## config.mk

```make
export PLATFORM = sky130hd
export DESIGN_NAME = writeback
export DESIGN_NICKNAME = d
export VERILOG_FILES = /design/src/verilog/procPkg.sv /design/src/verilog/writeback.sv
export SDC_FILE = /design/constraint.sdc
export NUM_CORES = 1
export LEC_CHECK = 0
export ABC_CLOCK_PERIOD_IN_PS = 800
export BUFFER_PORTS_ARGS = -buffer_cell sky130_fd_sc_hd__buf_2
export CAP_MARGIN = 20
export CORE_AREA = 2 2 39 41
export DETAILED_ROUTE_END_ITERATION = 6
export DIE_AREA = 0 0 41 43
export PLACE_DENSITY_LB_ADDON = 0.2
export SLEW_MARGIN = 20
export SYNTH_ARGS = -nofsm -noshare
export SYNTH_HDL_FRONTEND = slang
export SYNTH_SLANG_ARGS = --single-unit
```

## constraint.sdc

```tcl
create_clock -name vclk -period 0.8
set_input_delay 0.04 -clock vclk [all_inputs]
set_output_delay 0.04 -clock vclk [all_outputs]
set_load 0.02 [all_outputs]
```

## src/verilog/procPkg.sv

```systemverilog
package procPkg;

   // Primary opcode, instruction bits 15 to 11
   typedef enum logic [4:0] {
      opHalt  = 5'b00000,
      opNop   = 5'b00001,
      opJ     = 5'b00100,
      opAddi  = 5'b01000,
      opSubi  = 5'b01001,
      opXori  = 5'b01010,
      opAndni = 5'b01011,
      opBeqz  = 5'b01100,
      opBnez  = 5'b01101,
      opSt    = 5'b10000,
      opLd    = 5'b10001,
      opSlbi  = 5'b10010,
      opLbi   = 5'b11000,
      opAlur  = 5'b11011
   } opcodeT;

   // Function field of register-register ALU instructions
   typedef enum logic [1:0] {
      funcAdd  = 2'b00,
      funcSub  = 2'b01,
      funcXor  = 2'b10,
      funcAndn = 2'b11
   } aluFuncT;

   // Operation carried out by the execute stage
   typedef enum logic [2:0] {
      aluAdd,
      aluSub,
      aluXor,
      aluAndn,
      aluPassB,
      aluShlB
   } aluOpT;

   // Source of the register write data
   typedef enum logic {
      wbAlu,
      wbMem
   } wbSelT;

   // Instruction field positions
   localparam int opMsb   = 15;
   localparam int opLsb   = 11;
   localparam int rsMsb   = 10;
   localparam int rsLsb   = 8;
   localparam int rtMsb   = 7;
   localparam int rtLsb   = 5;
   localparam int rdMsb   = 4;
   localparam int rdLsb   = 2;
   localparam int funcMsb = 1;
   localparam int funcLsb = 0;
   localparam int imm5Msb = 4;
   localparam int imm8Msb = 7;
   localparam int dispMsb = 10;

   // Memory depths in 16-bit words, indexed by byte address bits 8 to 1
   localparam int iMemWords = 256;
   localparam int dMemWords = 256;
   localparam int iAddrW    = $clog2(iMemWords);
   localparam int dAddrW    = $clog2(dMemWords);

endpackage
```

## src/verilog/writeback.sv

```systemverilog
`timescale 1ns/1ns

module writeback (
   input  procPkg::wbSelT wbSel,
   input  logic [15:0]    aluResult,
   input  logic [15:0]    readData,
   output logic [15:0]    wrData
);

   import procPkg::*;

   // Loaded word for LD, ALU value for everything else
   always_comb begin
      case (wbSel)
         wbMem:   wrData = readData;
         default: wrData = aluResult;
      endcase
   end

endmodule

```

### Word level (Yosys, flattened, before mapping)

Index checks and enable logic that the tools add are counted.

* logic and storage cells: 1
* input port bits: 33
* output and inout bits: 16
* register bits after elaboration: 0

* mux-type cells: 1

Operators by type and width (count)
* $mux W16: 1

### Depth between registers and ports, before layout

* depth after elaboration: 1
* gate-level depth with buffers: 3
* mapped depth without buffers: 1

### Worst setup path before layout

No wires, ideal clock.

* kind: input to output
* start: input port wbSel
* end: output port wrData[10]
* slack: 0.136 ns
* data arrival time: 0.624 ns
* required time: 0.760 ns
* stages on the path: 3
* buffers on the path: 2
* path through: buf_6 > buf_12 > mux2_4

* longest elaborated chain between the ends: 1

Ends and longest elaborated chain
* from (decl): RTL line writeback.sv:4 `input procPkg::wbSelT wbSel,`
* $mux W16: RTL line writeback.sv:14 `case (wbSel)`
* to (decl): RTL line writeback.sv:7 `output logic [15:0] wrData`

No other way between the ends.

### Worst setup path in the final report

* start: input port wbSel
* end: output port wrData[3]

Same word-level chain as after synthesis.

==> summary.md <==
| Metric | Value |
|---|---|
| Kind of end point of the critical path | output port |
| Area growth, synth to finish | 136.2% |
| Die W | 41 µm |
| Synthesized area per cell | 13.83 µm² |
| Most common cell in the netlist | mux2_4 |
| Count of input and output buffers | 49 |
| LEAKAGE | 0.3392 nW |
| Sequential share of the synthesized area | 0% |
| Number of routed nets with antenna violations | 0 |
| Initial antenna violation count | 0 |
| Largest cells by area after synthesis | mux2_4 60%, mux2_2 27%, buf_12 8.0%, buf_6 4.5% |
| FF/Latch Area | 0 µm² |
| Global Route Usage Sum | 8.092% |
| Share of layout cells above drive strength 1 | 100.0% |
| Status | finished, final reports clean |
| F_max | 1308 MHz |
| Fin cells | 83 |
| Dpl ws | -0.04256 ns |
| Number of inserted diodes | 0 |
| Yosys cell types | 4 |
| Via count | 352 |
| Min-delay worst type | input port to output port |
| Drt first pass iters | 1 |
| Final setup vio count | 0 |
| Post-route minimum period | 0.7647 ns |
| Endpoints failing hold | 0 |
| Vias in the first global route | 315 |
| CP Max Fanout | 6 |
| Setup Crit Path Kind | input port to output port |
| Most frequent cells after synthesis | 10 x mux2_4, 6 x mux2_2, 1 x buf_12, 1 x buf_6 |
| XOR/XNOR Fraction of Synth Area | 0% |
| Ys Warns | 0 |
| Slew margin rel. | 92.55% |
| CP Capture Point | wrData[3] |
| Crit share post-route | 95.59% |
| Max-Cap Viols | 0 |
| GRT Residual Overflow | 0 |
| Worst hold slack | 0.3907 ns |
| Startpoint types | input port |
| FFs & Latches | 0 |
| NumNets Final | 102 |
| Row cnt | 14 |
| Peak supply drop | 0.0002396 V |
| Die area | 1763 µm² |
| Worst EP required | 0.76 ns |
| Main combinational cell family by area after synthesis | multiplexers |
| Setup slack after layout | 0.03527 ns |
| Drt via density | 4.241 |
| Crit path DAT | 0.72 ns |
| Post-Syn Area | 249.0 µm² |
| Final-layout clock buffer total | 0 |
| Largest area contributor in the netlist | mux2_4 |
| Synthesized-area fraction occupied by adder cells | 0% |
| Post-CTS setup repair buffer count | 0 |
| # IOs | 49 |
| Mux contribution to synthesized area | 87.44% |
| Synth top area share | 60.30% |
| Gpl congestion | 0.7153 |
| Worst-Margin Slew | 0.1125 ns |
| Final Max Slew Viols | 0 |
| Initial Util | 17.99% |
| FILL cells | 128 |
| Pwr Total | 0.4095 mW |
| Placed instance count | 83 |
| Worst setup path startpoint | wbSel |
| Final core utilization | 42.50% |
| Detailed placement HPWL | 738.5 µm |
| RSZ-0062 raised after global routing | false |
| Simple-gate share of the synthesized area | 0% |
| Pwr/cell area | 696.4 nW/µm² |
| First-pass GRT wire length | 1035 µm |
| Initial DRC Count | 0 |
| Core Box Area | 1384 µm² |
| Residual DRC | 0 |
| Mapped Nets | 51 |
| Synth Area in Compound Gates | 0% |
| Die height | 43 µm |
| Routed wire length | 822 µm |
| WL/cell | 9.904 µm |
| Largest net degree at the start of global routing | 10 |
| Cells after Synth | 18 |
==> worst max-delay path, stage by stage <==
cell and delay, ns:
buf_6 0.10, buf_12 0.11, mux2_2 0.32, buf_4 0.15
==> final cells by class <==
cell class	count	area [µm²]	area share, %
Timing Repair Buffer	51	350.3	59.57
Tap cell	16	20.02	3.404
Multi-Input combinational cell	16	217.7	37.02
==> metrics by stage <==
stage               setup TNS [ns]  cell area (µm²)
detailed placement         -0.5788            523.0
global placement           -0.4538            523.0
finish                           0            588.1
floorplan                        0            249.0
global route                     0            588.1
CTS                      -0.001101            581.8
==> layer usage <==
layer,vias up,track usage [%],wire length (µm)
li1,166,-,-
met1,143,7.278,260
met2,43,17.81,364
met3,0,0.5236,196
met4,0,0,0
met5,-,0,0
==> worst min-delay path by stage <==
stage             startpoint    endpoint  slack (ns)  cells past startpoint
2_1_floorplan   readData[10]  wrData[10]        0.24                      1
3_3_place_gp    readData[11]  wrData[11]        0.42                      3
3_5_place_dp   aluResult[11]  wrData[11]        0.42                      3
4_1_cts        aluResult[11]  wrData[11]        0.39                      3
5_1_grt        aluResult[10]  wrData[10]        0.40                      3
6_report        readData[14]  wrData[14]        0.39                      3
==> layout by cell type, fill, tap and decap left out <==
master	Yosys	routed
buf_2	0	38
buf_6	1	10
mux2_4	10	10
mux2_2	6	6
buf_4	0	1
buf_12	1	2
==> power breakdown <==
group | switching, mW | internal, mW | total, mW
Combinational | 0.166 | 0.244 | 0.410
Clock | 0 | 0 | 0
Sequential | 0 | 0 | 0
Total | 0.166 | 0.244 | 0.410
==> cells by family after synthesis <==
logic type,after synthesis
mux,16
buf+inv,2
==> repair_timing <==
item	in CTS	in global routing
gates cloned	0	0
setup endpoints to repair	15	15
gates resized for setup	19	2
hold buffers	0	0
No activity file was read; power rests on OpenSTA's default activity.
