## config.mk

```make
export PLATFORM = sky130hd
export DESIGN_NAME = memory
export DESIGN_NICKNAME = d
export VERILOG_FILES = /design/src/verilog/procPkg.sv /design/src/verilog/memory.sv
export SDC_FILE = /design/constraint.sdc
export NUM_CORES = 2
export LEC_CHECK = 0
export BUFFER_PORTS_ARGS = -buffer_cell sky130_fd_sc_hd__buf_2
export CORE_MARGIN = 2
export CORE_UTILIZATION = 55
export CTS_CLUSTER_DIAMETER = 200
export DETAILED_ROUTE_END_ITERATION = 10
export PLACE_DENSITY = 0.71
export SETUP_SLACK_MARGIN = 0.2
export SLEW_MARGIN = 0
export SYNTH_ARGS = -nofsm -noshare
export SYNTH_HDL_FRONTEND = slang
export SYNTH_SLANG_ARGS = --single-unit
```

## constraint.sdc

```tcl
create_clock -name clk -period 8.8 [get_ports clk]
set_input_delay 0.88 -clock clk [delete_from_list [all_inputs] [get_ports clk]]
set_output_delay 0.88 -clock clk [all_outputs]
set_load 0.01 [all_outputs]
```

## src/verilog/procPkg.sv

```systemverilog
package procPkg;

   // Primary opcode, instruction bits 15 to 11
   typedef enum logic [4:0] {
      opHalt  = 5'b00000,
      opNop   = 5'b00001,
      opJ     = 5'b00100,
      opAddi  = 5'b01000,
      opSubi  = 5'b01001,
      opXori  = 5'b01010,
      opAndni = 5'b01011,
      opBeqz  = 5'b01100,
      opBnez  = 5'b01101,
      opSt    = 5'b10000,
      opLd    = 5'b10001,
      opSlbi  = 5'b10010,
      opLbi   = 5'b11000,
      opAlur  = 5'b11011
   } opcodeT;

   // Function field of register-register ALU instructions
   typedef enum logic [1:0] {
      funcAdd  = 2'b00,
      funcSub  = 2'b01,
      funcXor  = 2'b10,
      funcAndn = 2'b11
   } aluFuncT;

   // Operation carried out by the execute stage
   typedef enum logic [2:0] {
      aluAdd,
      aluSub,
      aluXor,
      aluAndn,
      aluPassB,
      aluShlB
   } aluOpT;

   // Source of the register write data
   typedef enum logic {
      wbAlu,
      wbMem
   } wbSelT;

   // Instruction field positions
   localparam int opMsb   = 15;
   localparam int opLsb   = 11;
   localparam int rsMsb   = 10;
   localparam int rsLsb   = 8;
   localparam int rtMsb   = 7;
   localparam int rtLsb   = 5;
   localparam int rdMsb   = 4;
   localparam int rdLsb   = 2;
   localparam int funcMsb = 1;
   localparam int funcLsb = 0;
   localparam int imm5Msb = 4;
   localparam int imm8Msb = 7;
   localparam int dispMsb = 10;

   // Memory depths in 16-bit words, indexed by byte address bits 8 to 1
   localparam int iMemWords = 256;
   localparam int dMemWords = 256;
   localparam int iAddrW    = $clog2(iMemWords);
   localparam int dAddrW    = $clog2(dMemWords);

endpackage
```

## src/verilog/memory.sv

```systemverilog
`timescale 1ns/1ns

module memory (
   input  logic        clk,
   input  logic        storeEn,
   input  logic [15:0] address,
   input  logic [15:0] storeData,
   output logic [15:0] readData
);

   import procPkg::*;

   logic [15:0]       dMem [dMemWords];
   logic [dAddrW-1:0] wordIdx;

   // Byte address to word index, bit 0 ignored
   assign wordIdx = address[dAddrW:1];

   // Store lands at the commit edge
   always_ff @(posedge clk) begin
      if (storeEn) begin
         dMem[wordIdx] <= storeData;
      end
   end

   // Combinational load
   assign readData = dMem[wordIdx];

endmodule

```

# ---- Word level (Yosys, flattened, before mapping)
# Memory sizes are Yosys's and may differ from the RTL's.
# Cells that the tools add are included.
dict set report op_classes {
  n_mux 2
}
# op n
set op_table {}
lappend op_table {{1-bit two-way mux} 2}
dict set report word_totals {
  reg_bits 0
  ramBits 4096
  in_bits 34
  output_inout_bits 16
  elab_cells 3
  mem_count 1
}
# memory words word_bits rd rd_ports_with_merged_regs write_ports line
set mem_list {}
lappend mem_list {dMem 256 16 1 0 1 memory.sv:13} ;# logic [15:0] dMem [dMemWords];

# ---- Longest topological paths before layout
dict set report depth {
  word_depth 2
  mapped_depth 10
  depth_no_buf 5
}

# ---- Worst setup path before layout
# OpenSTA, ideal clock, no wires.
dict set report synth_timing {
  path_type {input to output}
  start {input port address[2]}
  end {output port readData[0]}
  t_arrival_ns 2.906
  required_ns 7.920
  setup_slack_ns 5.014
  cell_stages 9
  n_path_buf 4
  path_cell_list {clkbuf_1 > buf_2 > clkbuf_1 > clkbuf_1 > mux4_2 > a22oi_1 > a21oi_1 > o41ai_1 > nand4_1}
}
dict set report synth_between {
  elab_chain_cells 1
}
# element line
set synth_lines {}
lappend synth_lines {{start, declared} memory.sv:6} ;# input logic [15:0] address,
lappend synth_lines {{memory read 256 x 16 bit} -}
lappend synth_lines {{end, declared} memory.sv:8} ;# output logic [15:0] readData
# No other way between the ends.

# ---- Worst setup path in the final report
dict set report layout_timing {
  start {input port address[1]}
  end {output port readData[6]}
}
# Same word-level chain as after synthesis.

==> run metrics <==
total negative setup slack=0 ns; First-pass DRT Iterations=6; required time of the critical path=7.92 ns; buffers and inverters on the worst path=4; Tmin final=6.246 ns; Die W=535 um; vias in the first global route=about 74000; sequential-to-total area share from yosys stat=0.7931; outcome=completed; number of flops mapped to enable cells by yosys=4096; Clock Root Buffer=clkbuf_16; Crit path top cell by count=buf_12; Top reg by flops=dMem; fin crit share=0.7098; H-tree levels=5; CTS buffer count=402; row count=194; final non-filler cell total=11160; post-synth net total=6745; #FFs+latches synth=4096; worst relative slew slack=0.1620; first-pass GRT wire length=roughly 540 mm; CTS tree=built; number of max-cap violations=0; via count=approximately 74000; cell count after synthesis=6711; Yosys cell types=21; Post-Route WL=roughly 370 mm; dpl cells=10430; die area=286200 um^2; Post-CTS Setup Repair Bufs=0; clock sinks=4096; critical path class=input pin to output port; RSZ-0062 raised after global routing=false; initial antenna violation count=18; Synth Warn #=0; post-CTS sizing=0; Final WS setup=between 2 and 3 ns; critical path cell sequence=buf_12 -> buf_12 -> buf_12 -> mux4_2 -> a22oi_1 -> a21oi_1 -> o41ai_2 -> nand4_1 -> buf_2; pre-CTS setup slack=2.539 ns; Initial Util=0.5541; Max Clock Freq=160.1 MHz; Primary FF master, synth=edfxtp_1; fin nets=7146; average footprint of a synthesized cell=23.11 um^2; antenna-violating nets left=0; crit-path max cell delay=0.98 ns; drt wl/cell=33.46 um; ys async rst share=0; drt first-iter violations=10640; met2 wire len=178.1 mm; # port buffers=between 40 and 50; Area Growth Syn to Fin=12.57%; CP arrival=5.37 ns; Tot GR Track Use=0.2620; Largest delay share family, worst path=buffers and inverters; Clock Pin Slew Worst Setup and Hold Paths=approximately 0.060 ns; HPWL after DPL=209.4 mm; hold slack final=~0.32 ns; Post-CTS Hold Fix Bufs=0; nature of the critical path endpoint=output port; PwrDens=between 200 and 250 nW/um^2; final RePlAce weighted congestion=0.8214; leakage=53.57 nW; io pins=50; Max rail drop VDD=0.1830 mV; hold path depth=1; final hold vios=0; Worst Tran Pin Value=1.257 ns; CP startpoint kind=input pin; largest net degree at the start of global routing=162; vias per inst=6.641; metal3 WL=37.08 mm; uppermost layer routed=met5; Cell Area, Synth=155100 um^2; biggest regs=dMem (4096); WL met1=141.7 mm; Setup Viol. Count Final=0; max reg flops=4096; DRC=0; share of cells above drive strength 1=0.2822; class of the worst hold path=input pin to flip-flop; CP max stage cell=o41ai_2; Core Region=~280000 um^2; maximum root-to-sink buffer count=4; grt ovf=0; Critical Path Stages=9; chip height=around 540 um; max-slew violations=0; Max FO, Critical Path=80
## kinds of logic after synthesis
group / synth area share
AOI/OAI and AO/OA: 0.03666
buffers and inverters: 0.01240
DFF: 0.7931
muxes: 0.1487
and+or+nand+nor: 0.009093
## final timing paths
check / slack [ns] / end / startpoint
max: 2.55 / readData[6] / address[1]
min: 0.32 / dMem[210][5]$_DFFE_PP_ / storeData[5]
## layout make-up
cell class	count	area, um^2
Timing Repair Buffer	417	3551
Antenna cell	11	27.53
Fill cell	18160	105300
Clock buffer	479	10460
Tap cell	3724	4659
Clock inverter	237	2201
Sequential cell	4096	123000
Multi-Input combinational cell	2194	30680
Inverter	1	3.754
## cell usage in the layout, fill, tap and decap left out, drive strengths merged, types with 8 or more instances in the layout
master,instances
diode,11
clkinv,183
nor2,232
nand2,28
clkbuf,479
mux4,1024
clkinvlp,8
nand3,13
o41ai,64
edfxtp,4096
bufinv,41
a21oi,256
nor3,30
a22oi,512
nand4,16
buf,417
## metrics by stage
stage	util	power [mW]	instance area, um^2
after floorplan	-	22.86	155100
after global placement	0.5785	23.66	161900
after detailed placement	0.5785	23.71	161900
after CTS	0.6237	40.10	174500
after global routing	0.6237	40.90	174600
final	0.6238	39.91	174600
## metal layers
metal / vias to the layer above / global-route usage
li1: 29800 / -
met1: 39380 / 0.3741
met2: 4269 / 0.4059
met3: 653 / 0.04889
met4: 10 / 0.1072
met5: - / 0
## report_power, final
part | internal [mW] | switching, mW | leakage (nW)
Combinational | 0.595 | 1.18 | 10.5
Sequential | 21.5 | 0.00956 | 36.8
Clock | 9.63 | 6.99 | 6.20
## cells in the mapped netlist, drive strengths merged (13+ instances only)
cell type / n / area [um^2]
nand3: 13 / 65.06
edfxtp: 4096 / 123000
nand4: 16 / 100.1
nand2: 28 / 105.1
nor3: 30 / 150.1
a21oi: 256 / 1281
a22oi: 512 / 3844
o41ai: 64 / 560.5
mux4: 1024 / 23060
buf: 171 / 984.7
clkbuf: 249 / 934.7
nor2: 232 / 870.8
(Power assumes the default switching activity.)
