===== src/verilog/procPkg.sv =====
package procPkg;

   // Primary opcode, instruction bits 15 to 11
   typedef enum logic [4:0] {
      opHalt  = 5'b00000,
      opNop   = 5'b00001,
      opJ     = 5'b00100,
      opAddi  = 5'b01000,
      opSubi  = 5'b01001,
      opXori  = 5'b01010,
      opAndni = 5'b01011,
      opBeqz  = 5'b01100,
      opBnez  = 5'b01101,
      opSt    = 5'b10000,
      opLd    = 5'b10001,
      opSlbi  = 5'b10010,
      opLbi   = 5'b11000,
      opAlur  = 5'b11011
   } opcodeT;

   // Function field of register-register ALU instructions
   typedef enum logic [1:0] {
      funcAdd  = 2'b00,
      funcSub  = 2'b01,
      funcXor  = 2'b10,
      funcAndn = 2'b11
   } aluFuncT;

   // Operation carried out by the execute stage
   typedef enum logic [2:0] {
      aluAdd,
      aluSub,
      aluXor,
      aluAndn,
      aluPassB,
      aluShlB
   } aluOpT;

   // Source of the register write data
   typedef enum logic {
      wbAlu,
      wbMem
   } wbSelT;

   // Instruction field positions
   localparam int opMsb   = 15;
   localparam int opLsb   = 11;
   localparam int rsMsb   = 10;
   localparam int rsLsb   = 8;
   localparam int rtMsb   = 7;
   localparam int rtLsb   = 5;
   localparam int rdMsb   = 4;
   localparam int rdLsb   = 2;
   localparam int funcMsb = 1;
   localparam int funcLsb = 0;
   localparam int imm5Msb = 4;
   localparam int imm8Msb = 7;
   localparam int dispMsb = 10;

   // Memory depths in 16-bit words, indexed by byte address bits 8 to 1
   localparam int iMemWords = 256;
   localparam int dMemWords = 256;
   localparam int iAddrW    = $clog2(iMemWords);
   localparam int dAddrW    = $clog2(dMemWords);

endpackage

===== src/verilog/fetch.sv =====
`timescale 1ns/1ns

module fetch (
   input  logic                       clk,
   input  logic                       rstN,
   input  logic [15:0]                nextPc,
   input  logic                       isHalt,
   input  logic                       progWe,
   input  logic [procPkg::iAddrW-1:0] progAddr,
   input  logic [15:0]                progData,
   output logic [15:0]                instruction,
   output logic [15:0]                pcPlus2,
   output logic                       halted
);

   import procPkg::*;

   logic [15:0] pc;
   logic [15:0] iMem [iMemWords];
   logic [15:0] memWord;

   // Program counter, frozen once the core has halted
   always_ff @(posedge clk or negedge rstN) begin
      if (!rstN) begin
         pc <= 16'h0000;
      end else if (!halted) begin
         pc <= nextPc;
      end
   end

   // Halt latch, only reset brings the core back
   always_ff @(posedge clk or negedge rstN) begin
      if (!rstN) begin
         halted <= 1'b0;
      end else if (isHalt) begin
         halted <= 1'b1;
      end
   end

   // Loader write port
   always_ff @(posedge clk) begin
      if (progWe) begin
         iMem[progAddr] <= progData;
      end
   end

   // Word index is byte address bits 8 to 1
   assign memWord = iMem[pc[iAddrW:1]];

   // Feed NOPs after halt so nothing downstream commits
   assign instruction = halted ? {opNop, 11'b0} : memWord;

   assign pcPlus2 = pc + 16'd2;

endmodule


===== config.mk =====
export PLATFORM = sky130hd
export DESIGN_NAME = fetch
export DESIGN_NICKNAME = d
export VERILOG_FILES = /design/src/verilog/procPkg.sv /design/src/verilog/fetch.sv
export SDC_FILE = /design/constraint.sdc
export NUM_CORES = 2
export LEC_CHECK = 0
export BUFFER_PORTS_ARGS = -buffer_cell sky130_fd_sc_hd__buf_2
export CAP_MARGIN = 20
export CORE_ASPECT_RATIO = 1.1
export CORE_MARGIN = 2
export CORE_UTILIZATION = 35
export DETAILED_ROUTE_END_ITERATION = 8
export HOLD_SLACK_MARGIN = 0.03
export SLEW_MARGIN = 20
export SYNTH_ARGS = -nofsm -noshare
export SYNTH_HDL_FRONTEND = slang
export SYNTH_SLANG_ARGS = --single-unit

===== constraint.sdc =====
create_clock -name clk -period 7.4 [get_ports clk]
set_input_delay 0.37 -clock clk [delete_from_list [all_inputs] [get_ports clk]]
set_output_delay 0.37 -clock clk [all_outputs]
set_load 0.01 [all_outputs]

# After elaboration in Yosys (flattened, before gate mapping)
# Memories as Yosys holds them, arrays and structs flattened.
# Index checks and enable logic that the tools add are counted.
[totals]
ram_bits = 4096
mem_count = 1
input_bits = 44
output_inout_bits = 33
reg_bits = 17
elab_cells = 7
[op_classes]
muxes = 3
addsub = 1
[memory_table]
columns = ["name", "depth", "width", "read_ports", "rd_ports_with_merged_regs", "write_ports", "line", "rtl"]
rows = [
  ["iMem", 256, 16, 1, 0, 1, "fetch.sv:19", "logic [15:0] iMem [iMemWords];"],
]
[ops]
columns = ["cell", "n"]
rows = [
  ["adder 16 x 2 -> 16 bit (second input constant)", 1],
  ["2-to-1 mux 16 bit", 1],
  ["2-to-1 mux 1 bit", 2],
]

# Logic depth before layout (Yosys ltp)
[depth]
depth_word = 2
ltp_mapped = 12
mapped_depth_nobuf = 7

# Worst setup path after synthesis
# No wires, ideal clock.
[synth_timing]
path_type = "reg2out"
from = "register pc[1]"
to = "output instruction[11]"
path_stages_with_launch = 12
n_path_buf = 4
t_arrival_ns = 2.434
required_time_ns = 7.030
slack_ns = 4.596
cell_sequence = "dfrtp_1 > buf_6 > buf_6 > buf_6 > buf_2 > mux2_2 > o22ai_1 > nor2_1 > o32ai_1 > nand3_1 > o31ai_1 > o32ai_1"
[synth_between]
elab_chain_len = 2
[synth_rtl]
columns = ["element", "line", "rtl"]
rows = [
  ["from (decl)", "fetch.sv:18", "logic [15:0] pc;"],
  ["from (signal assigned)", "fetch.sv:27", "pc <= nextPc;"],
  ["memory (256 x 16 bit)", "--", ""],
  ["2-to-1 mux 16 bit", "fetch.sv:51", "assign instruction = halted ? {opNop, 11'b0} : memWord;"],
  ["to (decl)", "fetch.sv:11", "output logic [15:0] instruction,"],
]
# Every way passes these cells.

# Worst setup path after layout
[layout_timing]
from = "register pc[1]"
to = "output instruction[1]"
# Same word-level chain as after synthesis.

==> results.json <==
{
  "initial_core_util_pct": 35.1,
  "cp.arrival_ns": 6.66,
  "cp_num_cells": 9,
  "power_density_nw_per_um2": 282,
  "rsz0062_at_grt": "no",
  "cp.required_ns": 7.03,
  "ys_types": 64,
  "crit_path_max_incr_delay_ns": 1.10,
  "clock_sinks": 4113,
  "yosysTopAreaCellShare_pct": 77.5,
  "numPortBuffers": 76,
  "max_freq_ghz": 0.142,
  "drive_gt1_share_pct": 26.8,
  "yosys-top-cells-area": "edfxtp_1, mux4_2, mux2i_1",
  "r2r_slack_ns": 5.40,
  "ios": 77,
  "skew_ns": 0.0354,
  "fin_setup_tns_ns": 0,
  "cp_num_buf_inv": 3,
  "syn_area_um2": 159000,
  "drt-initial-drc-count": 11000,
  "ys_ff_latch": 4113,
  "area_growth_pct": 14.4,
  "hold_depth": 1,
  "end_kind": "primary output",
  "rows": 259,
  "avgSynthCellArea_um2": 21.6,
  "cp-start-kind": "flop",
  "cpMaxStageDelayCell": "dfrtp_4",
  "synth_common_cells": "edfxtp_1, mux4_2, nor2_1",
  "placed_cell_area_um2": 168000,
  "ys.flop_type": "edfxtp_1",
  "via_per_inst": 5.68,
  "ys_warn_count": 0,
  "holdWs_ns": 0.0202,
  "overflow": 0,
  "yosysMostFrequentCell": "edfxtp_1",
  "nets": 7859,
  "cts.path.max_buffers": 4,
  "grt_antenna_before_repair": 39,
  "final_cell_area_um2": 181000,
  "post_cts_resized": 0,
  "vias": 80400,
  "crit_chain": "buf_12 > buf_4 > mux4_2 > a221oi_1 > o21ai_0 > nor4_1 > or3_1 > o31ai_1 > buf_2",
  "dieArea_um2": 459000,
  "grtUsageTotal_pct": 19.6,
  "final-hold-violation-count": 0,
  "finalSetupViolations": 0,
  "hp-class": "in2reg",
  "seq_area_frac_synth_pct": 77.8,
  "syn_inst": 7349,
  "place_inst": 13400,
  "instances_no_fill": 14200,
  "die_h_um": 710,
  "irDropWorstVdd_mv": 0.214,
  "tritoncts": "done",
  "rr_startpoint": "pc[1]",
  "status": "complete, no violations",
  "htree_levels": 5,
  "finalPower_mw": 51.1,
  "first_global_vias": 79800,
  "drc": 0,
  "synth_edf_count": 4096,
  "clk_pin_slew_ns": 0.07,
  "worst_slew_pin_slew_ns": 1.25,
  "grt_pass1_wl_mm": 637,
  "numCtsBuffers": 403,
  "cp_max_fo": 67,
  "nFillCells": 39700,
  "drt_wl_total_mm": 458,
  "core_area_um2": 452000,
  "ff2ff_path_depth": 2,
  "clkLatencyLatePin_ns": 0.98,
  "r2r-end": "pc[1]",
  "wire_per_inst_um": 32.4,
  "synth.largest_area_cell": "edfxtp_1",
  "hold_end": "iMem[173][13]",
  "die_w_um": 646,
  "relSlewSlack_pct": 15.9,
  "dp_hpwl_mm": 277,
  "postCtsSetupBuffers": 0,
  "cp_top_family": "compound AO/OA/AOI/OAI gates",
  "drt_first_pass_iters": 8,
  "final_antenna_net_count": 0,
  "grt_max_degree": 175,
  "clock-root-buffer": "clkbuf_16",
  "holdCritStartpoint": "progData[13]",
  "postSynth.asyncResetShare_pct": 0.413,
  "path_class": "reg2out",
  "cellLeakagePower_nw": 56.0,
  "period_needed_ns": 7.03,
  "slew_viol_final": 0,
  "syn_nets": 7394,
  "place_congestion": 0.902,
  "drv_cap": 0,
  "fin_crit_sh_pct": 95.0
}
[where the power goes]
group          switching, mW  internal, mW
clock                   8.74          11.4
combinational           3.38          1.85
sequential            0.0973          25.7
total                   12.2          38.9
[logic make-up after synthesis]
group           synth area share, %
compound gates                 3.60
xor+xnor                     0.0718
fa+ha+maj                   0.00789
buf+inv                        1.61
flops                          77.8
mux                            15.1
simple gates                   1.78
[worst reg2reg max path, cell delays in order, from the launching register on]
cell and delay (ns):
dfrtp_4 1.10, buf_12 0.54, mux2_2 0.30
[sequential cells by signal (all words and copies together), names as in the netlist]
signal  flops
pc         16
halted      1
iMem     4096
[layer usage]
layer / vias to the layer above / track usage [%] / part of all wire [%] / wire length, um
met5: - / 0.0836 / 0.025 / 116
li1: 32000 / - / - / -
met1: 43300 / 26.0 / 38 / 176000
met2: 4248 / 31.0 / 47 / 216000
met3: 783 / 4.13 / 9.4 / 43200
met4: 14 / 8.76 / 5.0 / 23100
[cells in the final DEF (no fill, tap or decap), drive strengths merged, types with 20 or more instances in the layout]
master       instances
a211oi              24
a21oi              142
a221oi              89
a22o                24
a22oi              156
buf                473
bufinv              35
clkbuf             496
clkinv             171
diode               20
dlygate4sd3         33
edfxtp            4096
mux2               159
mux2i              326
mux4               841
nand2               82
nand3               45
nor2               331
nor2b               32
nor3                33
nor4                34
o21ai              114
o221ai              60
o22ai               66
o31ai               60
[timing repair]
| action | CTS | global route |
|---|---|---|
| hold buffers | 33 | 1 |
| setup endpoints to repair | 0 | 0 |
| hold endpoints to repair | 631 | 56 |
[worst max-delay path by stage]
stage	start	slack (ns)	to
after CTS	pc[1]	0.41	instruction[1]
after global placement	pc[1]	1.23	instruction[3]
after floorplan	pc[1]	4.60	instruction[11]
final	pc[1]	0.37	instruction[1]
after global routing	pc[1]	0.31	instruction[6]
after detailed placement	pc[1]	1.44	instruction[1]
[layout make-up]
type	instances	area, um^2	share of cell area [%]
repair buffers	507	4380	2.42
diodes	20	50.0	0.0276
well taps	6003	7510	4.14
clock inverters	229	2160	1.19
flip-flops and latches	4113	123000	68.0
clock buffers	495	10600	5.85
multi-input cells	2786	33300	18.3
inverters	3	16.3	0.00896
[through the flow]
step / setup WS, ns / util [%]
floorplan: 4.60 / -
global placement: 1.23 / 37.2
detailed placement: 1.44 / 37.2
CTS: 0.410 / 40.1
global route: 0.311 / 40.2
finish: 0.368 / 40.2
(Power assumes the default switching activity.)
