==> src/verilog/procPkg.sv <==
package procPkg;

   // Primary opcode, instruction bits 15 to 11
   typedef enum logic [4:0] {
      opHalt  = 5'b00000,
      opNop   = 5'b00001,
      opJ     = 5'b00100,
      opAddi  = 5'b01000,
      opSubi  = 5'b01001,
      opXori  = 5'b01010,
      opAndni = 5'b01011,
      opBeqz  = 5'b01100,
      opBnez  = 5'b01101,
      opSt    = 5'b10000,
      opLd    = 5'b10001,
      opSlbi  = 5'b10010,
      opLbi   = 5'b11000,
      opAlur  = 5'b11011
   } opcodeT;

   // Function field of register-register ALU instructions
   typedef enum logic [1:0] {
      funcAdd  = 2'b00,
      funcSub  = 2'b01,
      funcXor  = 2'b10,
      funcAndn = 2'b11
   } aluFuncT;

   // Operation carried out by the execute stage
   typedef enum logic [2:0] {
      aluAdd,
      aluSub,
      aluXor,
      aluAndn,
      aluPassB,
      aluShlB
   } aluOpT;

   // Source of the register write data
   typedef enum logic {
      wbAlu,
      wbMem
   } wbSelT;

   // Instruction field positions
   localparam int opMsb   = 15;
   localparam int opLsb   = 11;
   localparam int rsMsb   = 10;
   localparam int rsLsb   = 8;
   localparam int rtMsb   = 7;
   localparam int rtLsb   = 5;
   localparam int rdMsb   = 4;
   localparam int rdLsb   = 2;
   localparam int funcMsb = 1;
   localparam int funcLsb = 0;
   localparam int imm5Msb = 4;
   localparam int imm8Msb = 7;
   localparam int dispMsb = 10;

   // Memory depths in 16-bit words, indexed by byte address bits 8 to 1
   localparam int iMemWords = 256;
   localparam int dMemWords = 256;
   localparam int iAddrW    = $clog2(iMemWords);
   localparam int dAddrW    = $clog2(dMemWords);

endpackage
==> src/verilog/decode.sv <==
`timescale 1ns/1ns

module decode (
   input  logic            clk,
   input  logic            rstN,
   input  logic [15:0]     instruction,
   input  logic [15:0]     wrData,
   output procPkg::opcodeT opcode,
   output procPkg::aluOpT  aluOp,
   output logic [15:0]     rsData,
   output logic [15:0]     rtData,
   output logic [15:0]     storeData,
   output logic [15:0]     imm,
   output logic            useImm,
   output logic            isBranch,
   output logic            branchOnZero,
   output logic            isJump,
   output logic            isHalt,
   output logic            storeEn,
   output logic            regWrEn,
   output logic [2:0]      wrReg,
   output procPkg::wbSelT  wbSel,
   output logic            err
);

   import procPkg::*;

   logic [2:0]  rsIdx;
   logic [2:0]  rtIdx;
   logic [2:0]  rdIdx;
   logic [15:0] immS5;
   logic [15:0] immZ5;
   logic [15:0] immS8;
   logic [15:0] immZ8;
   logic [15:0] immS11;
   aluFuncT     func;
   logic [15:0] regs [8];

   // Field split
   assign opcode = opcodeT'(instruction[opMsb:opLsb]);
   assign func   = aluFuncT'(instruction[funcMsb:funcLsb]);
   assign rsIdx  = instruction[rsMsb:rsLsb];
   // Second source in R-format, destination in I-format
   assign rtIdx  = instruction[rtMsb:rtLsb];
   assign rdIdx  = instruction[rdMsb:rdLsb];

   // Immediate extenders
   assign immS5  = {{11{instruction[imm5Msb]}}, instruction[imm5Msb:0]};
   assign immZ5  = {11'b0, instruction[imm5Msb:0]};
   assign immS8  = {{8{instruction[imm8Msb]}}, instruction[imm8Msb:0]};
   assign immZ8  = {8'b0, instruction[imm8Msb:0]};
   assign immS11 = {{5{instruction[dispMsb]}}, instruction[dispMsb:0]};

   // Register file reads
   assign rsData    = regs[rsIdx];
   assign rtData    = regs[rtIdx];
   // ST stores the register named in bits 7 to 5
   assign storeData = regs[instruction[rtMsb:rtLsb]];

   // Control decode, anything unlisted is a NOP with err raised
   always_comb begin
      aluOp        = aluAdd;
      imm          = immS5;
      useImm       = 1'b1;
      isBranch     = 1'b0;
      branchOnZero = 1'b0;
      isJump       = 1'b0;
      isHalt       = 1'b0;
      storeEn      = 1'b0;
      regWrEn      = 1'b0;
      wrReg        = rtIdx;
      wbSel        = wbAlu;
      err          = 1'b0;
      case (opcode)
         opHalt: isHalt = 1'b1;
         opNop: ;
         opJ: begin
            imm    = immS11;
            isJump = 1'b1;
         end
         opAddi: regWrEn = 1'b1;
         opSubi: begin
            aluOp   = aluSub;
            regWrEn = 1'b1;
         end
         opXori: begin
            aluOp   = aluXor;
            imm     = immZ5;
            regWrEn = 1'b1;
         end
         opAndni: begin
            aluOp   = aluAndn;
            imm     = immZ5;
            regWrEn = 1'b1;
         end
         opBeqz, opBnez: begin
            imm          = immS8;
            isBranch     = 1'b1;
            branchOnZero = (opcode == opBeqz);
         end
         // Address is rs plus imm5 for both memory ops
         opSt: storeEn = 1'b1;
         opLd: begin
            regWrEn = 1'b1;
            wbSel   = wbMem;
         end
         opSlbi: begin
            aluOp   = aluShlB;
            imm     = immZ8;
            regWrEn = 1'b1;
            wrReg   = rsIdx;
         end
         opLbi: begin
            aluOp   = aluPassB;
            imm     = immS8;
            regWrEn = 1'b1;
            wrReg   = rsIdx;
         end
         opAlur: begin
            useImm  = 1'b0;
            regWrEn = 1'b1;
            wrReg   = rdIdx;
            case (func)
               funcAdd:  aluOp = aluAdd;
               funcSub:  aluOp = aluSub;
               funcXor:  aluOp = aluXor;
               default:  aluOp = aluAndn;
            endcase
         end
         default: err = 1'b1;
      endcase
   end

   // Eight-entry register file, written at the commit edge
   always_ff @(posedge clk or negedge rstN) begin
      if (!rstN) begin
         for (int i = 0; i < 8; i++) begin
            regs[i] <= 16'h0000;
         end
      end else if (regWrEn) begin
         regs[wrReg] <= wrData;
      end
   end

endmodule

==> config.mk <==
export PLATFORM = sky130hd
export DESIGN_NAME = decode
export DESIGN_NICKNAME = d
export VERILOG_FILES = /design/src/verilog/procPkg.sv /design/src/verilog/decode.sv
export SDC_FILE = /design/constraint.sdc
export NUM_CORES = 1
export LEC_CHECK = 0
export BUFFER_PORTS_ARGS = -buffer_cell sky130_fd_sc_hd__buf_2
export CAP_MARGIN = 15
export CORE_MARGIN = 2
export CORE_UTILIZATION = 35
export CTS_BUF_LIST = sky130_fd_sc_hd__clkbuf_8
export DETAILED_ROUTE_END_ITERATION = 16
export HOLD_SLACK_MARGIN = 0.03
export PLACE_DENSITY_LB_ADDON = 0.08
export SYNTH_ARGS = -nofsm -noshare
export SYNTH_HDL_FRONTEND = slang
export SYNTH_SLANG_ARGS = --single-unit
==> constraint.sdc <==
create_clock -name clk -period 6.32 [get_ports clk]
set_input_delay 1.896 -clock clk [delete_from_list [all_inputs] [get_ports clk]]
set_output_delay 1.896 -clock clk [all_outputs]
set_load 0.005 [all_outputs]
# Word-level counts from Yosys, hierarchy flattened
# Cells that the tools add are included.
[word_totals]
word_cells = 61
register_bits = 128
inputBits = 34
out_inout_bits = 84
[op_classes]
muxes = 22
n_eq_ne = 15
n_bitwise = 3
magnitude_cmp = 4
n_reduce_logical = 9
[op_table]
columns = ["cell", "count"]
rows = [
  ["128-bit bitwise mux", 1],
  ["16-bit binary-select mux with 3-bit select", 2],
  ["16-bit 2-to-1 mux", 5],
  ["16-bit case mux with 4 select lines", 1],
  ["16-bit demux with 3-bit select", 1],
  ["5-bit by 4-bit == test with 1-bit output, second input constant", 6],
  ["5-bit == test, second input constant", 5],
  ["3-bit case mux with 6 select lines", 1],
  ["14-bit OR reduction", 1],
  ["4-bit greater-or-equal comparator, second input constant", 3],
  ["3-bit NOT with 4-bit output", 3],
  ["1-bit 2-to-1 mux", 9],
  ["8-bit OR reduction", 1],
  ["2-bit case mux with 3 select lines", 1],
  ["3-bit case mux with 2 select lines", 1],
  ["2-bit OR reduction", 3],
  ["5-bit by 1-bit == test with 1-bit output, second input constant", 1],
  ["5-bit by 3-bit == test with 1-bit output, second input constant", 1],
  ["5-bit logical NOT", 1],
  ["4-bit by 1-bit < comparator with 1-bit output, second input constant", 1],
  ["3-bit OR reduction", 1],
  ["2-bit by 1-bit == test with 1-bit output, second input constant", 1],
  ["2-bit == test, second input constant", 1],
  ["2-bit logical NOT", 1],
  ["1-bit logical AND", 1],
]

# Depth between registers and ports, before layout
[logic_depth]
word_depth = 9
depth_mapped = 9
mapped_depth_nobuf = 6

# Worst setup path after synthesis
# OpenSTA, ideal clock, no wires.
[synth_timing]
path_kind = "in2out"
from = "input port instruction[5]"
to = "output port storeData[0]"
cell_stages = 5
slack_ps = 720
required_ps = 4424
n_path_buf = 3
arrival_time_ps = 3704
path_cell_list = "clkbuf_1 > buf_1 > mux4_2 > mux2_2 > buf_4"
[synth_via]
elab_chain_len = 4
[synth_rtl]
columns = ["element", "line_no", "text"]
rows = [
  ["start: declaration", "decode.sv:6", "input logic [15:0] instruction,"],
  ["3-bit NOT with 4-bit output", "--", ""],
  ["16-bit binary-select mux with 3-bit select", "--", ""],
  ["16-bit 2-to-1 mux (2 in series)", "--", ""],
  ["end: declaration", "decode.sv:12", "output logic [15:0] storeData,"],
]
# No other way between the ends. The select of a mux whose other input is x is not followed.

# Final worst setup path
[layout_timing]
from = "input port instruction[14]"
to = "output port wrReg[0]"
[layout_via]
elab_chain_len = 3
elab_cells_between_ends = 5
cone_classes = "3 x eq/ne; 1 x mux; 1 x reduce/logical"
[layout_rtl]
columns = ["element", "line_no", "text"]
rows = [
  ["5-bit == test", "decode.sv:74", "case (opcode)"],
  ["2-bit OR reduction (no line)", "--", ""],
  ["3-bit case mux with 2 select lines (*)", "decode.sv:74", ""],
  ["end: declaration", "decode.sv:21", "output logic [2:0] wrReg,"],
]
# Every way passes the cells marked *; elsewhere a longest branch is shown, timed or not.

==> results by group <==
Status
  – Status: finished, final reports clean

Worst setup path
  – Critical path arrival: 3.59 ns
  – Startpoint Class: input pin
  – CP Max Fanout: 21
  – CP required: 4.42 ns
  – Setup CP Type: input pin to primary output
  – Critical Path End Type: primary output

CTS
  – CTS sink cnt: 128
  – Root Driver: clkbuf_8
  – Hold buffers post-CTS: 0
  – Clock transition at path regs: 0.07 ns
  – Cts repair resizes: 0
  – CTS tree: built
  – Post-CTS Setup Bufs: 0
  – TritonCTS Buffers: 17
  – Deepest clock path buffer count: 2
  – Htree depth: 4
  – Clk_lat worst skew: 0.44 ns

Route
  – Met2 wire length: 9910 um
  – Post-route ant nets: 0
  – Residual DRC: 0
  – Wire length on met3: 802 um
  – Drt pass-1 iters: 4
  – Initial drt markers: 153
  – Vias/cell: 5.36
  – Via count: 4598
  – DRT met1 WL: 8250 um
  – Avg WL per Cell: 22.2 um
  – Routed WL: 19100 um
  – Max Used Layer: met4

GRT
  – First-pass GRT wire length: 29600 um
  – Initial antenna violation count: 0
  – Gr usage total: 18.0%
  – Largest net degree at the start of global routing: 71
  – Vias in the first global route: 4982
  – GRT overflow: 0

Logic synthesis
  – Post-synthesis net count: 526
  – Post-synth EDFFs: 0
  – Gate Count Post-Synth: 492
  – Syn avg cell area: 15.2 um^2
  – Count leader, synth: mux2_2
  – Predominant post-synthesis flop cell: dfrtp_1
  – #FFs+latches synth: 128
  – Share of the synthesized area in the top cell type: 42.8%
  – Leading area contributor after synthesis: dfrtp_1
  – Largest cells by area after synthesis: dfrtp_1, mux2_2, mux4_2
  – Mapped cell area: 0.00748 mm^2
  – YS warnings: 0
  – Yosys cell types: 44
  – Async S/R FF share, synth: 100%
  – Seq/Total Area, Yosys: 42.8%
  – Synth cell count leaders: mux2_2, dfrtp_1, mux4_2, buf_4, mux2_1

Place
  – Detailed placement HPWL: 11600 um
  – Setup WS pre-CTS: 0.857 ns
  – RD Place Congestion: 0.781
  – Cell count after placement: 826
  – Port bufs: 117

Floorplanning
  – Die Footprint: 0.0226 mm^2
  – I/O pins: 118
  – Die extent in y: 150 um
  – Effective utilization at floorplan: 35.6%
  – Row count: 53
  – Core area: 0.0210 mm^2
  – Die X: 150 um

Pwr
  – VDD IR max: 0.158 mV
  – Clock share of power: 22.7%
  – Tot Pwr: 2.86 mW
  – P_leak: 3.74 nW
  – Internal: 2.01 mW
  – Combinational share of power: 32.4%
  – Switching part of the total: 29.6%
  – Sequential share of power: 44.9%
  – Ratio of total power to cell area: 338 mW/mm^2
  – NetSw: 0.846 mW

Timing
  – TNS Setup: 0 ns
  – Min Clock Period, post-route: 5.49 ns
  – PnR worst setup slack: 0.832 ns
  – Fin. Hold Viols: 0
  – Max Freq: 182 MHz
  – Final Skew: 0 ns
  – # setup viols final: 0
  – Period utilisation layout: 86.8%
  – Unrepaired setup endpoints after global routing: false
  – Slew Viols, Final: 0
  – Slew HR: 34.9%
  – Worst-margin pin slew: 0.976 ns

Job
  – Max-cap viol count: 0

Final layout
  – Share of cells above drive strength 1: 64.5%
  – Largest register FFs: 128
  – Reg with most FFs: regs
  – Antenna diodes: 0
  – Area grow syn2layout: 12.8%
  – Final instance count without filler cells: 858
  – Layout Nets: 604
  – Largest regs: regs: 128 flops

Hold path
  – Worst hold path type: register to register
## layout by cell type (no fill, tap or decap), types with 2 or more instances in the layout
master,n
mux2_2,130
dfrtp_1,128
buf_2,116
mux4_2,64
mux2_1,20
clkbuf_8,17
nand2_1,13
mux2_4,10
buf_4,9
inv_1,5
clkinv_2,5
and3_1,4
nand4_2,4
clkinvlp_4,4
clkinv_4,4
inv_2,3
a21oi_1,3
nor3_1,3
a21o_1,3
nor4_4,3
xor2_1,2
nor3b_1,2
xnor2_1,2
o221ai_1,2
o21ai_0,2
nand2b_1,2
a221oi_4,2
nor2_1,2
buf_12,2
## kinds of logic (layout without fill, tap and decap cells)
kind of cell	after synthesis	after routing	synth area share (%)
buffers and inverters	75	166	6.16
flip-flops	128	128	42.8
XOR/XNOR	4	4	0.468
AND/OR/NAND/NOR	42	42	4.33
multiplexers	225	225	44.0
AO/OA/AOI/OAI	18	18	2.22
## layer usage
layer | up-vias | track usage (%)
met1 | 2469 | 23.7
li1 | 2014 | -
met4 | 0 | 3.40
met2 | 107 | 30.9
met5 | - | 0
met3 | 8 | 3.76
## through the flow
step           hold WS [ns]  util [%]  area (um^2)
2_1_floorplan         0.470         -         7480
3_3_place_gp          0.482      38.4         8080
3_5_place_dp          0.492      38.4         8080
4_1_cts               0.508      40.1         8440
5_1_grt               0.529      40.1         8440
6_report              0.508      40.1         8440
## layout make-up
type / count / area [um^2]
Multi-Input combinational cell: 289 / 3820
Inverter: 7 / 26.3
Clock inverter: 15 / 124
Sequential cell: 128 / 3200
Timing Repair Buffer: 127 / 688
Clock buffer: 17 / 234
Tap cell: 275 / 344
Fill cell: 1938 / 12600
## worst paths after layout
kind | from | endpoint | slack, ns | depth (start not counted)
max in group asynchronous | rstN | regs[45] | 3.70 | 2
min in group asynchronous | rstN | regs[46] | 1.59 | 1
min reg2reg | regs[92] | regs[92] | 0.51 | 1
min | regs[92] | regs[92] | 0.51 | 1
max | instruction[14] | wrReg[0] | 0.83 | 5
max reg2reg | regs[121] | regs[121] | 5.51 | 1
## power groups by stage
stage	sequential [mW]	combinational, mW	clock, mW
finish	1.28	0.926	0.648
global route	1.32	1.01	0.714
CTS	1.28	0.946	0.669
detailed placement	1.30	0.941	0
global placement	1.27	0.925	0
floorplan	1.23	0.738	0
## critical path, stage by stage
cell	delay (ns)
buf_2	0.29
xor2_1	0.22
nor3b_4	0.37
a221o_1	0.57
buf_2	0.23
(Power assumes the default switching activity.)
